--- src/core_pkg.sv ---
package core_pkg;

	// ~~~~~~~~~~~~~~~~~~~~~~~~~~~~~~
	// Widths and reset vector
	// ~~~~~~~~~~~~~~~~~~~~~~~~~~~~~~

	localparam int XLEN       = 32;
	localparam int REG_ADDR_W = 4;   // RV32E, 16 registers.

	localparam logic [XLEN-1:0] RESET_PC = 32'h3000_0000;

	// Branch conditions in funct3.
	localparam logic [2:0] F3_BEQ  = 3'b000;
	localparam logic [2:0] F3_BNE  = 3'b001;
	localparam logic [2:0] F3_BLT  = 3'b100;
	localparam logic [2:0] F3_BGE  = 3'b101;
	localparam logic [2:0] F3_BLTU = 3'b110;
	localparam logic [2:0] F3_BGEU = 3'b111;

	// ~~~~~~~~~~~~~~~~~~~~~~~~~~~~~~
	// Opcodes and ALU operations
	// ~~~~~~~~~~~~~~~~~~~~~~~~~~~~~~

	typedef enum logic [6:0] {
		op_lui    = 7'b0110111,
		op_auipc  = 7'b0010111,
		op_jal    = 7'b1101111,
		op_jalr   = 7'b1100111,
		op_branch = 7'b1100011,
		op_load   = 7'b0000011,
		op_store  = 7'b0100011,
		op_imm    = 7'b0010011,
		op_reg    = 7'b0110011
	} opcode_t;

	typedef enum logic [3:0] {
		alu_add,
		alu_sub,
		alu_sll,
		alu_slt,
		alu_sltu,
		alu_xor,
		alu_srl,
		alu_sra,
		alu_or,
		alu_and
	} alu_op_t;

	// ~~~~~~~~~~~~~~~~~~~~~~~~~~~~~~
	// State machines
	// ~~~~~~~~~~~~~~~~~~~~~~~~~~~~~~

	typedef enum logic [1:0] {
		fetch_idle,   // Only right after reset.
		fetch_addr,
		fetch_data,
		fetch_wait
	} fetch_state_t;

	typedef enum logic {
		mem_idle,
		mem_access
	} mem_state_t;

endpackage

--- src/core_ifu.sv ---
`timescale 1ns/1ps

module core_ifu import core_pkg::*; (
	input  logic            clock,
	input  logic            rst,
	output logic            imem_arvalid,
	output logic [XLEN-1:0] imem_araddr,
	input  logic            imem_arready,
	input  logic            imem_rvalid,
	input  logic [XLEN-1:0] imem_rdata,
	input  logic            wb_valid,
	input  logic [XLEN-1:0] next_pc,
	output logic            inst_valid,
	output logic [XLEN-1:0] inst,
	output logic [XLEN-1:0] pc
);

	fetch_state_t state;

	assign imem_arvalid = (state == fetch_addr);
	assign imem_araddr  = pc;

	always_ff @(posedge clock) begin
		if (rst) begin
			state      <= fetch_idle;
			pc         <= RESET_PC;
			inst_valid <= 1'b0;
		end else begin
			inst_valid <= 1'b0;
			case (state)
				fetch_idle: state <= fetch_addr;
				fetch_addr: begin
					if (imem_arready) state <= fetch_data;   // Address accepted.
				end
				fetch_data: begin
					if (imem_rvalid) begin
						inst_valid <= 1'b1;
						state      <= fetch_wait;
					end
				end
				default: begin
					if (wb_valid) begin   // Previous instruction retired.
						pc    <= next_pc;
						state <= fetch_addr;
					end
				end
			endcase
		end
	end

	always_ff @(posedge clock) begin
		if (state == fetch_data && imem_rvalid) inst <= imem_rdata;
	end

	araddr_stable: assert property (@(posedge clock) disable iff (rst)
		imem_arvalid && !imem_arready |=> $stable(imem_araddr));

endmodule

--- src/core_idu.sv ---
`timescale 1ns/1ps

module core_idu import core_pkg::*; (
	input  logic                  clock,
	input  logic                  rst,
	input  logic                  inst_valid,
	input  logic [XLEN-1:0]       inst,
	input  logic [XLEN-1:0]       pc,
	output logic                  dec_valid,
	output logic [REG_ADDR_W-1:0] rs1,
	output logic [REG_ADDR_W-1:0] rs2,
	output logic [REG_ADDR_W-1:0] rd,
	output logic [XLEN-1:0]       imm,
	output logic [XLEN-1:0]       dec_pc,
	output opcode_t               opcode,
	output alu_op_t               alu_op,
	output logic [2:0]            funct3,
	output logic                  reg_wen
);

	opcode_t   op_in;
	logic [XLEN-1:0] imm_next;
	alu_op_t   alu_next;
	logic      wen_next;

	assign op_in = opcode_t'(inst[6:0]);

	always_comb begin
		imm_next = {{20{inst[31]}}, inst[31:20]};   // I format.
		alu_next = alu_add;
		wen_next = 1'b0;
		case (op_in)
			op_store:  imm_next = {{20{inst[31]}}, inst[31:25], inst[11:7]};
			op_branch: imm_next = {{19{inst[31]}}, inst[31], inst[7], inst[30:25],
				inst[11:8], 1'b0};
			op_lui, op_auipc: imm_next = {inst[31:12], 12'b0};
			op_jal: imm_next = {{11{inst[31]}}, inst[31], inst[19:12], inst[20],
				inst[30:21], 1'b0};
			default: ;
		endcase

		if (op_in == op_reg || op_in == op_imm) begin
			case (inst[14:12])
				3'b000:  alu_next = (op_in == op_reg && inst[30]) ? alu_sub : alu_add;
				3'b001:  alu_next = alu_sll;
				3'b010:  alu_next = alu_slt;
				3'b011:  alu_next = alu_sltu;
				3'b100:  alu_next = alu_xor;
				3'b101:  alu_next = inst[30] ? alu_sra : alu_srl;
				3'b110:  alu_next = alu_or;
				default: alu_next = alu_and;
			endcase
		end

		case (op_in)
			op_lui, op_auipc, op_jal, op_jalr, op_load, op_imm, op_reg: wen_next = 1'b1;
			default: wen_next = 1'b0;
		endcase
	end

	always_ff @(posedge clock) begin
		if (rst) dec_valid <= 1'b0;
		else     dec_valid <= inst_valid;
	end

	always_ff @(posedge clock) begin
		if (inst_valid) begin
			rs1     <= inst[15 +: REG_ADDR_W];
			rs2     <= inst[20 +: REG_ADDR_W];
			rd      <= inst[7 +: REG_ADDR_W];
			imm     <= imm_next;
			dec_pc  <= pc;
			opcode  <= op_in;
			alu_op  <= alu_next;
			funct3  <= inst[14:12];
			reg_wen <= wen_next && (inst[11:7] != 5'd0);   // x0 is never written.
		end
	end

	dec_single: assert property (@(posedge clock) disable iff (rst)
		dec_valid |=> !dec_valid);

endmodule

--- src/core_regfile.sv ---
`timescale 1ns/1ps

module core_regfile import core_pkg::*; (
	input  logic                  clock,
	input  logic [REG_ADDR_W-1:0] raddr1,
	input  logic [REG_ADDR_W-1:0] raddr2,
	output logic [XLEN-1:0]       rdata1,
	output logic [XLEN-1:0]       rdata2,
	input  logic                  wen,
	input  logic [REG_ADDR_W-1:0] waddr,
	input  logic [XLEN-1:0]       wdata
);

	logic [XLEN-1:0] regs [0:(1 << REG_ADDR_W) - 1];

	// Register zero is hardwired.
	assign rdata1 = (raddr1 == '0) ? '0 : regs[raddr1];
	assign rdata2 = (raddr2 == '0) ? '0 : regs[raddr2];

	always_ff @(posedge clock) begin
		if (wen && waddr != '0) begin
			regs[waddr] <= wdata;
		end
	end

endmodule

--- src/core_exu.sv ---
`timescale 1ns/1ps

module core_exu import core_pkg::*; (
	input  logic                  clock,
	input  logic                  rst,
	input  logic                  dec_valid,
	input  opcode_t               opcode,
	input  alu_op_t               alu_op,
	input  logic [2:0]            funct3,
	input  logic [XLEN-1:0]       imm,
	input  logic [XLEN-1:0]       dec_pc,
	input  logic [XLEN-1:0]       src1,
	input  logic [XLEN-1:0]       src2,
	input  logic                  reg_wen,
	input  logic [REG_ADDR_W-1:0] rd,
	output logic                  exe_valid,
	output logic [XLEN-1:0]       result,
	output logic [XLEN-1:0]       next_pc,
	output logic [XLEN-1:0]       mem_addr,
	output logic [XLEN-1:0]       store_data,
	output opcode_t               exe_opcode,
	output logic [REG_ADDR_W-1:0] exe_rd,
	output logic                  exe_wen,
	output logic [XLEN-1:0]       exe_pc
);

	logic [XLEN-1:0] op_b;
	logic [XLEN-1:0] alu_out;
	logic [XLEN-1:0] res_next;
	logic [XLEN-1:0] npc_next;
	logic            taken;

	assign op_b = (opcode == op_reg) ? src2 : imm;

	always_comb begin
		case (alu_op)
			alu_sub:  alu_out = src1 - op_b;
			alu_sll:  alu_out = src1 << op_b[4:0];
			alu_slt:  alu_out = {{(XLEN-1){1'b0}}, $signed(src1) < $signed(op_b)};
			alu_sltu: alu_out = {{(XLEN-1){1'b0}}, src1 < op_b};
			alu_xor:  alu_out = src1 ^ op_b;
			alu_srl:  alu_out = src1 >> op_b[4:0];
			alu_sra:  alu_out = $unsigned($signed(src1) >>> op_b[4:0]);
			alu_or:   alu_out = src1 | op_b;
			alu_and:  alu_out = src1 & op_b;
			default:  alu_out = src1 + op_b;
		endcase

		case (funct3)
			F3_BEQ:  taken = (src1 == src2);
			F3_BNE:  taken = (src1 != src2);
			F3_BLT:  taken = ($signed(src1) < $signed(src2));
			F3_BGE:  taken = ($signed(src1) >= $signed(src2));
			F3_BLTU: taken = (src1 < src2);
			F3_BGEU: taken = (src1 >= src2);
			default: taken = 1'b0;
		endcase

		res_next = alu_out;
		npc_next = dec_pc + 32'd4;
		case (opcode)
			op_lui:   res_next = imm;
			op_auipc: res_next = dec_pc + imm;
			op_jal: begin
				res_next = dec_pc + 32'd4;   // Link value.
				npc_next = dec_pc + imm;
			end
			op_jalr: begin
				res_next = dec_pc + 32'd4;
				npc_next = (src1 + imm) & ~32'd1;
			end
			op_branch: begin
				if (taken) npc_next = dec_pc + imm;
			end
			default: ;
		endcase
	end

	always_ff @(posedge clock) begin
		if (rst) exe_valid <= 1'b0;
		else     exe_valid <= dec_valid;
	end

	always_ff @(posedge clock) begin
		if (dec_valid) begin
			result     <= res_next;
			next_pc    <= npc_next;
			mem_addr   <= src1 + imm;
			store_data <= src2;
			exe_opcode <= opcode;
			exe_rd     <= rd;
			exe_wen    <= reg_wen;
			exe_pc     <= dec_pc;
		end
	end

endmodule

--- src/core_lsu.sv ---
`timescale 1ns/1ps

module core_lsu import core_pkg::*; (
	input  logic                  clock,
	input  logic                  rst,
	input  logic                  exe_valid,
	input  opcode_t               exe_opcode,
	input  logic [XLEN-1:0]       result,
	input  logic [XLEN-1:0]       mem_addr,
	input  logic [XLEN-1:0]       store_data,
	input  logic [REG_ADDR_W-1:0] exe_rd,
	input  logic                  exe_wen,
	input  logic [XLEN-1:0]       exe_pc,
	output logic                  dmem_valid,
	output logic                  dmem_write,
	output logic [XLEN-1:0]       dmem_addr,
	output logic [XLEN-1:0]       dmem_wdata,
	input  logic                  dmem_ready,
	input  logic [XLEN-1:0]       dmem_rdata,
	output logic                  wb_valid,
	output logic [REG_ADDR_W-1:0] wb_rd,
	output logic [XLEN-1:0]       wb_data,
	output logic                  wb_wen,
	output logic [XLEN-1:0]       wb_pc
);

	mem_state_t state;
	logic       is_mem;
	logic       done;

	assign is_mem     = (exe_opcode == op_load) || (exe_opcode == op_store);
	assign dmem_valid = (state == mem_access);

	// Retire now for ALU ops, or when the bus answers.
	assign done = (exe_valid && !is_mem) || (dmem_valid && dmem_ready);

	always_ff @(posedge clock) begin
		if (rst) begin
			state    <= mem_idle;
			wb_valid <= 1'b0;
			wb_wen   <= 1'b0;
		end else begin
			wb_valid <= done;
			wb_wen   <= done && exe_wen;   // Only high alongside wb_valid.
			if (state == mem_idle && exe_valid && is_mem) state <= mem_access;
			else if (dmem_valid && dmem_ready)            state <= mem_idle;
		end
	end

	// ~~~~~~~~~~~~~~~~~~~~~~~~~~~~~~
	// Request and write-back payload
	// ~~~~~~~~~~~~~~~~~~~~~~~~~~~~~~

	always_ff @(posedge clock) begin
		if (exe_valid && is_mem) begin
			dmem_write <= (exe_opcode == op_store);
			dmem_addr  <= mem_addr;
			dmem_wdata <= store_data;
		end
		if (done) begin
			wb_rd   <= exe_rd;
			wb_pc   <= exe_pc;
			wb_data <= (dmem_valid && !dmem_write) ? dmem_rdata : result;
		end
	end

	dmem_aligned: assert property (@(posedge clock) disable iff (rst)
		dmem_valid |-> dmem_addr[1:0] == 2'b00);

endmodule

--- src/core_top.sv ---
`timescale 1ns/1ps

module core_top import core_pkg::*; (
	input  logic                  clock,
	input  logic                  rst,
	output logic                  imem_arvalid,
	output logic [XLEN-1:0]       imem_araddr,
	input  logic                  imem_arready,
	input  logic                  imem_rvalid,
	input  logic [XLEN-1:0]       imem_rdata,
	output logic                  dmem_valid,
	output logic                  dmem_write,
	output logic [XLEN-1:0]       dmem_addr,
	output logic [XLEN-1:0]       dmem_wdata,
	input  logic                  dmem_ready,
	input  logic [XLEN-1:0]       dmem_rdata,
	output logic                  commit_valid,
	output logic [XLEN-1:0]       commit_pc,
	output logic [REG_ADDR_W-1:0] commit_rd,
	output logic [XLEN-1:0]       commit_data,
	output logic                  commit_wen
);

	logic                  inst_valid, dec_valid, exe_valid, wb_valid;
	logic [XLEN-1:0]       inst, pc, imm, dec_pc, src1, src2;
	logic [REG_ADDR_W-1:0] rs1, rs2, rd, exe_rd, wb_rd;
	opcode_t               opcode, exe_opcode;
	alu_op_t               alu_op;
	logic [2:0]            funct3;
	logic                  reg_wen, exe_wen, wb_wen;
	logic [XLEN-1:0]       result, next_pc, mem_addr, store_data, exe_pc, wb_data, wb_pc;

	assign commit_valid = wb_valid;   // Commit port mirrors write-back.
	assign commit_pc    = wb_pc;
	assign commit_rd    = wb_rd;
	assign commit_data  = wb_data;
	assign commit_wen   = wb_wen;

	core_ifu ifu_i (.clock, .rst, .imem_arvalid, .imem_araddr, .imem_arready,
		.imem_rvalid, .imem_rdata, .wb_valid, .next_pc, .inst_valid, .inst, .pc);

	core_idu idu_i (.clock, .rst, .inst_valid, .inst, .pc, .dec_valid, .rs1, .rs2,
		.rd, .imm, .dec_pc, .opcode, .alu_op, .funct3, .reg_wen);

	core_regfile regfile_i (.clock, .raddr1(rs1), .raddr2(rs2), .rdata1(src1),
		.rdata2(src2), .wen(wb_wen), .waddr(wb_rd), .wdata(wb_data));

	core_exu exu_i (.clock, .rst, .dec_valid, .opcode, .alu_op, .funct3, .imm,
		.dec_pc, .src1, .src2, .reg_wen, .rd, .exe_valid, .result, .next_pc,
		.mem_addr, .store_data, .exe_opcode, .exe_rd, .exe_wen, .exe_pc);

	core_lsu lsu_i (.clock, .rst, .exe_valid, .exe_opcode, .result, .mem_addr,
		.store_data, .exe_rd, .exe_wen, .exe_pc, .dmem_valid, .dmem_write,
		.dmem_addr, .dmem_wdata, .dmem_ready, .dmem_rdata, .wb_valid, .wb_rd,
		.wb_data, .wb_wen, .wb_pc);

endmodule

--- config.mk ---
export PLATFORM = sky130hd
export DESIGN_NAME = core_top
export DESIGN_NICKNAME = d
export VERILOG_FILES = /design/src/core_pkg.sv /design/src/core_ifu.sv /design/src/core_idu.sv /design/src/core_regfile.sv /design/src/core_exu.sv /design/src/core_lsu.sv /design/src/core_top.sv
export SDC_FILE = /design/constraint.sdc
export NUM_CORES = 2
export LEC_CHECK = 0
export ABC_AREA = 1
export ABC_CLOCK_PERIOD_IN_PS = 9200
export BUFFER_PORTS_ARGS = -buffer_cell sky130_fd_sc_hd__buf_4
export CAP_MARGIN = 25
export CORE_MARGIN = 2
export CORE_UTILIZATION = 25
export DETAILED_ROUTE_END_ITERATION = 8
export PLACE_DENSITY = 0.41
export SLEW_MARGIN = 20
export SYNTH_ARGS = -nofsm -noshare
export SYNTH_HDL_FRONTEND = slang
export SYNTH_SLANG_ARGS = --single-unit
--- constraint.sdc ---
create_clock -name clock -period 9.2 [get_ports clock]
set_input_delay 1.84 -clock clock [delete_from_list [all_inputs] [get_ports clock]]
set_output_delay 1.84 -clock clock [all_outputs]
set_load 0.005 [all_outputs]
Word level (Yosys, flattened, before mapping) --
Memory sizes are Yosys's and may differ from the RTL's. A register that Yosys moved wholly into a read port is not among the register bits. Cells that the tools add are included.
Storage, ports and cells: flip-flop bits (word level) 468, RAM bits 512, output and inout port bits 169, word-level logic and storage cells 153, memories kept 1, input port bits 69
Memory list:
- regfile_i.regs | depth 16, width 32, rd ports 2, clocked after memory_dff 2, write ports 1, RTL line core_regfile.sv:14 | logic [XLEN-1:0] regs [0:(1 << REG_ADDR_W) - 1];
Operators by class: add/sub/neg operators 5, bitwise gates (word level) 6, $lt $le $gt $ge 6, shifts and indexed selects 3, reductions and logical operators 32, equality and inequality tests 43, multiplexer cells 25
Operator list (number):
- 32-bit one-hot mux with 9 select lines | 1
- 32-bit one-hot mux with 3 select lines | 2
- 32-bit two-way mux | 5
- 32-bit less-than comparator | 4
- 31-bit one-hot mux with 4 select lines | 1
- 32-bit adder | 3
- 32-bit >= comparator | 2
- 7-bit by 6-bit == test with 1-bit output (second input constant) | 6
- 7-bit == test (second input constant) | 6
- 32-bit by 3-bit adder with 32-bit output (second input constant) | 1
- 32-bit bitwise AND | 1
- 32-bit == test | 1
- 32-bit inequality test | 1
- 32-bit OR | 1
- 32-bit by 5-bit left shift with 32-bit output | 1
- 32-bit by 5-bit right shift with 32-bit output | 1
- 32-bit by 5-bit >>> shifter with 32-bit output | 1
- 32-bit subtractor | 1
- 32-bit XOR | 1
- 4-bit one-hot mux with 7 select lines | 1
- 3-bit == test (second input constant) | 7
- 7-bit by 5-bit == test with 1-bit output (second input constant) | 3
- 4-bit by 3-bit == test with 1-bit output (second input constant) | 4
- 7-bit by 2-bit == test with 1-bit output (second input constant) | 2
- 29 further kinds | 63

Logic depth before layout (Yosys ltp) --
depth in word-level cells 6, gate-level depth with buffers 36, mapped depth without buffers 32

Cells and area by module --
From an unflattened synthesis, not the netlist that was laid out.
Second synthesis, totals: cells, all modules 7495, area total of the unflattened synthesis 60390.4 um2
Modules (own cells, without submodules):
- core_regfile | seq. area each 15374.7 um2, instances 1, cells an instance 3356, area an instance 27622.7 um2
- core_exu | seq. area each 5185.0 um2, instances 1, cells an instance 3423, area an instance 21779.6 um2
- core_lsu | seq. area each 4053.9 um2, instances 1, cells an instance 190, area an instance 4642.0 um2
- core_idu | seq. area each 2752.6 um2, instances 1, cells an instance 288, area an instance 3773.6 um2
- core_ifu | seq. area each 1661.6 um2, instances 1, cells an instance 238, area an instance 2572.5 um2

Worst setup path before layout --
Ideal clock, no wire load.
path kind register to register, from register idu_i.dec_valid, to register exu_i.exe_opcode[0] (enable), cell stages (with the launch flop) 1, path buffers 0, slack 4595 ps, clock period less this slack 4605 ps, data required time 8651 ps, library setup time 549 ps, arrival 4056 ps, cell sequence dfxtp_1
RTL lines:
- from (decl) | RTL line core_idu.sv:9 | output logic dec_valid,
- from (signal assigned) | RTL line core_idu.sv:63 | else dec_valid <= inst_valid;
- to (signal assigned) | RTL line core_exu.sv:90 | exe_opcode <= opcode;
- to (decl) | RTL line core_exu.sv:21 | output opcode_t exe_opcode,
No word-level cell between the ends.

==> impl_metrics.json <==
{
  "ff2ff_path_depth": 21,
  "cts_buffers": 117,
  "async_reset_ff_share_pct": 0,
  "start_util_pct": 25.13,
  "synthCells": 6478,
  "yosysTopAreaCellShare_pct": 49.43,
  "hpwlAfterDp_um": 178400,
  "nFillCells": 24260,
  "drive_above_1_share_pct": 10.05,
  "synth_ff_type": "edfxtp_1",
  "top_register": "regfile_i.regs",
  "cp_num_buf_inv": 3,
  "grt_overflow": 0,
  "path_class": "reg -> reg",
  "synth-edff-count": 940,
  "synth.area.top_cells": "edfxtp_1 (49%), nand2_1 (7.9%), nand3_1 (7.0%)",
  "multiInputGateArea_mm2": 0.02381,
  "required_ns": 9.81,
  "ys_types": 63,
  "finalHoldViolCount": 0,
  "skew_ns": 0.04530,
  "outcome": "completed",
  "clockBufferDepth": 3,
  "cap_violations": 0,
  "holdWs_ns": 0.4109,
  "grt_max_degree": 188,
  "period_minus_slack_ns": 6.601,
  "worst_slew_pin_slew_ns": 1.072,
  "synth_commonest_cells": "nand2_1 (1,200), edfxtp_1 (940), nand3_1 (793), inv_1 (662), o21ai_0 (532)",
  "clk_latency_ns": 0.79,
  "rsz0062_at_grt": "false",
  "critPathLaunchType": "register",
  "switchingPower_mw": 4.860,
  "dieArea_mm2": 0.2323,
  "slowest_stage": "buf_4",
  "drt-initial-drc-count": 4868,
  "combPwrFrac_pct": 27.7,
  "ctsHoldBuffers": 0,
  "crit_fanout": 95,
  "cp.depth": 21,
  "setup_viol": 0,
  "clockPowerShare_pct": 33.9,
  "largest_register_ffs": 512,
  "rows": 175,
  "clk_pin_slew_ns": 0.06,
  "rr_endpoint": "exu_i.next_pc[0]",
  "timing.fmax_ghz": 0.1515,
  "synth_top_cell_by_area": "edfxtp_1",
  "gp_congestion": 0.9808,
  "postRouteAntennaNets": 0,
  "slew_viol_final": 0,
  "seqPwrFrac_pct": 38.4,
  "placed_cell_area_mm2": 0.06199,
  "drtPass1Iterations": 6,
  "ff_latch_area_mm2": 0.02922,
  "netlist_area_mm2": 0.05710,
  "cts-root-buf": "clkbuf_16",
  "die_h_um": 481.9,
  "final_util_pct": 28.93,
  "cts_tree": "done",
  "yosysSeqAreaShare_pct": 51.11,
  "layout_setup_ws_ns": 2.599,
  "grt_usage_pct": 21.23,
  "fin_area_mm2": 0.06576,
  "cp_data_arrival_time_ns": 7.21,
  "ir_drop_mv": 0.1832,
  "nets": 6874,
  "grt_first_pass_wirelength_um": 355200,
  "p_leak_nw": 25.66,
  "wl_per_cell_um": 26.07,
  "p_int_mw": 8.643,
  "fp.dieW_um": 481.9,
  "num_vias": 49190,
  "routed_wl_um": 253500,
  "postSynthAreaPerCell_um2": 8.815,
  "tns_ns": 0,
  "buffer_ports.inserted": 237,
  "pre_cts_slack_ns": 2.735,
  "synth_seq_cells": 988,
  "coreArea_mm2": 0.2273,
  "regToRegSetupSlack_ns": 2.60,
  "final.period_utilization_pct": 71.75,
  "swShare_pct": 35.99,
  "powerDensity_mw_per_mm2": 205.4,
  "critPathMaxStageDelay_ns": 0.84,
  "crit_end": "exu_i.next_pc[0]",
  "cpLargestDelayFamily": "simple AND/OR/NAND/NOR gates",
  "ys_warn_count": 0,
  "area_growth_pct": 15.15,
  "hp-class": "reg -> reg",
  "path_cells": "buf_4 > a21oi_1 > o21ai_1 > nand3_1 > nand3_1 > nand2_1 > nand2_4 > inv_2 > ha_1 > nand2_1 > nor2_1 > nand4_1 > nor4_2 > nand4_1 > nand4_1 > o21ai_1 > nor2_2 > nand3_2 > o21ai_2 > inv_1 > o21ai_0",
  "cts.repair.resized": 0,
  "post_cts_buffers": 0,
  "grt_pass1_vias": 47090,
  "max_slew_margin_pct": 28.53,
  "crit_top_cell": "nand4_1",
  "cp-end-kind": "register",
  "io_pins": 238,
  "viasPerCell": 5.061,
  "cts_htree_levels": 3,
  "route.detailed.drc": 0,
  "antenna_found_initial": 13,
  "clock-sinks": 988,
  "yosysMostFrequentCell": "nand2_1"
}
-- cells by family (layout without fill, tap and decap cells) --
group | Yosys count | in the layout | synth area share, %
buffers and inverters | 1038 | 1234 | 7.682
muxes | 32 | 32 | 0.6310
and+or+nand+nor | 2681 | 2681 | 20.44
xor gates and xnor gates | 90 | 90 | 1.380
other | 1 | 39 | 0.006567
DFF | 988 | 988 | 51.11
AOI/OAI and AO/OA | 1447 | 1447 | 14.29
adders and majority gates | 201 | 201 | 4.457
-- worst min-delay path by stage --
| stage | from | end | depth (start not counted) |
|---|---|---|---|
| finish | exu_i.exe_pc[23] | lsu_i.wb_pc[23] | 0 |
| global route | exu_i.exe_pc[23] | lsu_i.wb_pc[23] | 0 |
| CTS | exu_i.exe_pc[23] | lsu_i.wb_pc[23] | 0 |
| detailed placement | exu_i.store_data[27] | lsu_i.dmem_wdata[27] | 0 |
| global placement | exu_i.mem_addr[4] | lsu_i.dmem_addr[4] | 0 |
| floorplan | idu_i.rd[0] | exu_i.exe_rd[0] | 0 |
-- power by group through the flow --
stage	clock [mW]	combinational, mW	sequential [mW]
2_1_floorplan	0	2.31	5.21
3_3_place_gp	0	3.71	5.29
3_5_place_dp	0	3.69	5.29
4_1_cts	4.72	3.70	5.19
5_1_grt	4.86	4.06	5.20
6_report	4.57	3.74	5.19
-- placed cells by master (no fill, tap or decap), drive strengths merged, types with 10 or more instances in the layout --
| cell type | n |
|---|---|
| a21oi | 498 |
| a221oi | 20 |
| a31oi | 13 |
| buf | 331 |
| clkbuf | 156 |
| clkinv | 54 |
| conb | 32 |
| dfxtp | 48 |
| edfxtp | 940 |
| ha | 197 |
| inv | 679 |
| mux2 | 32 |
| nand2 | 1224 |
| nand3 | 807 |
| nand3b | 16 |
| nand4 | 65 |
| nor2 | 484 |
| nor3 | 41 |
| nor4 | 17 |
| o2111ai | 23 |
| o211ai | 198 |
| o21a | 10 |
| o21ai | 611 |
| o21bai | 24 |
| o22ai | 14 |
| or2 | 22 |
| xnor2 | 11 |
| xor2 | 79 |
-- metrics by stage --
stage | instances | power (mW)
floorplan | 6509 | 7.516
finish | 9721 | 13.50
detailed placement | 9493 | 8.974
global route | 9718 | 14.12
CTS | 9713 | 13.61
global placement | 9492 | 8.993
-- layer usage --
metal | vias to the layer above | part of all wire (%) | global-route usage, %
met1 | 24230 | 45 | 28.97
met4 | 2 | 4.0 | 7.987
met3 | 369 | 5.2 | 2.663
li1 | 22830 | - | -
met2 | 1767 | 46 | 34.28
met5 | - | 0.0055 | 0
-- final cells by class --
class	count	share of cell area, %
repair buffers	332	4.038
well taps	3009	5.726
multi-input cells	4483	36.21
diodes	7	0.02664
clock buffers	155	4.780
inverters	682	3.903
clock inverters	65	0.8829
flip-flops and latches	988	44.43
Note: power is estimated with default switching activity, not from simulation.
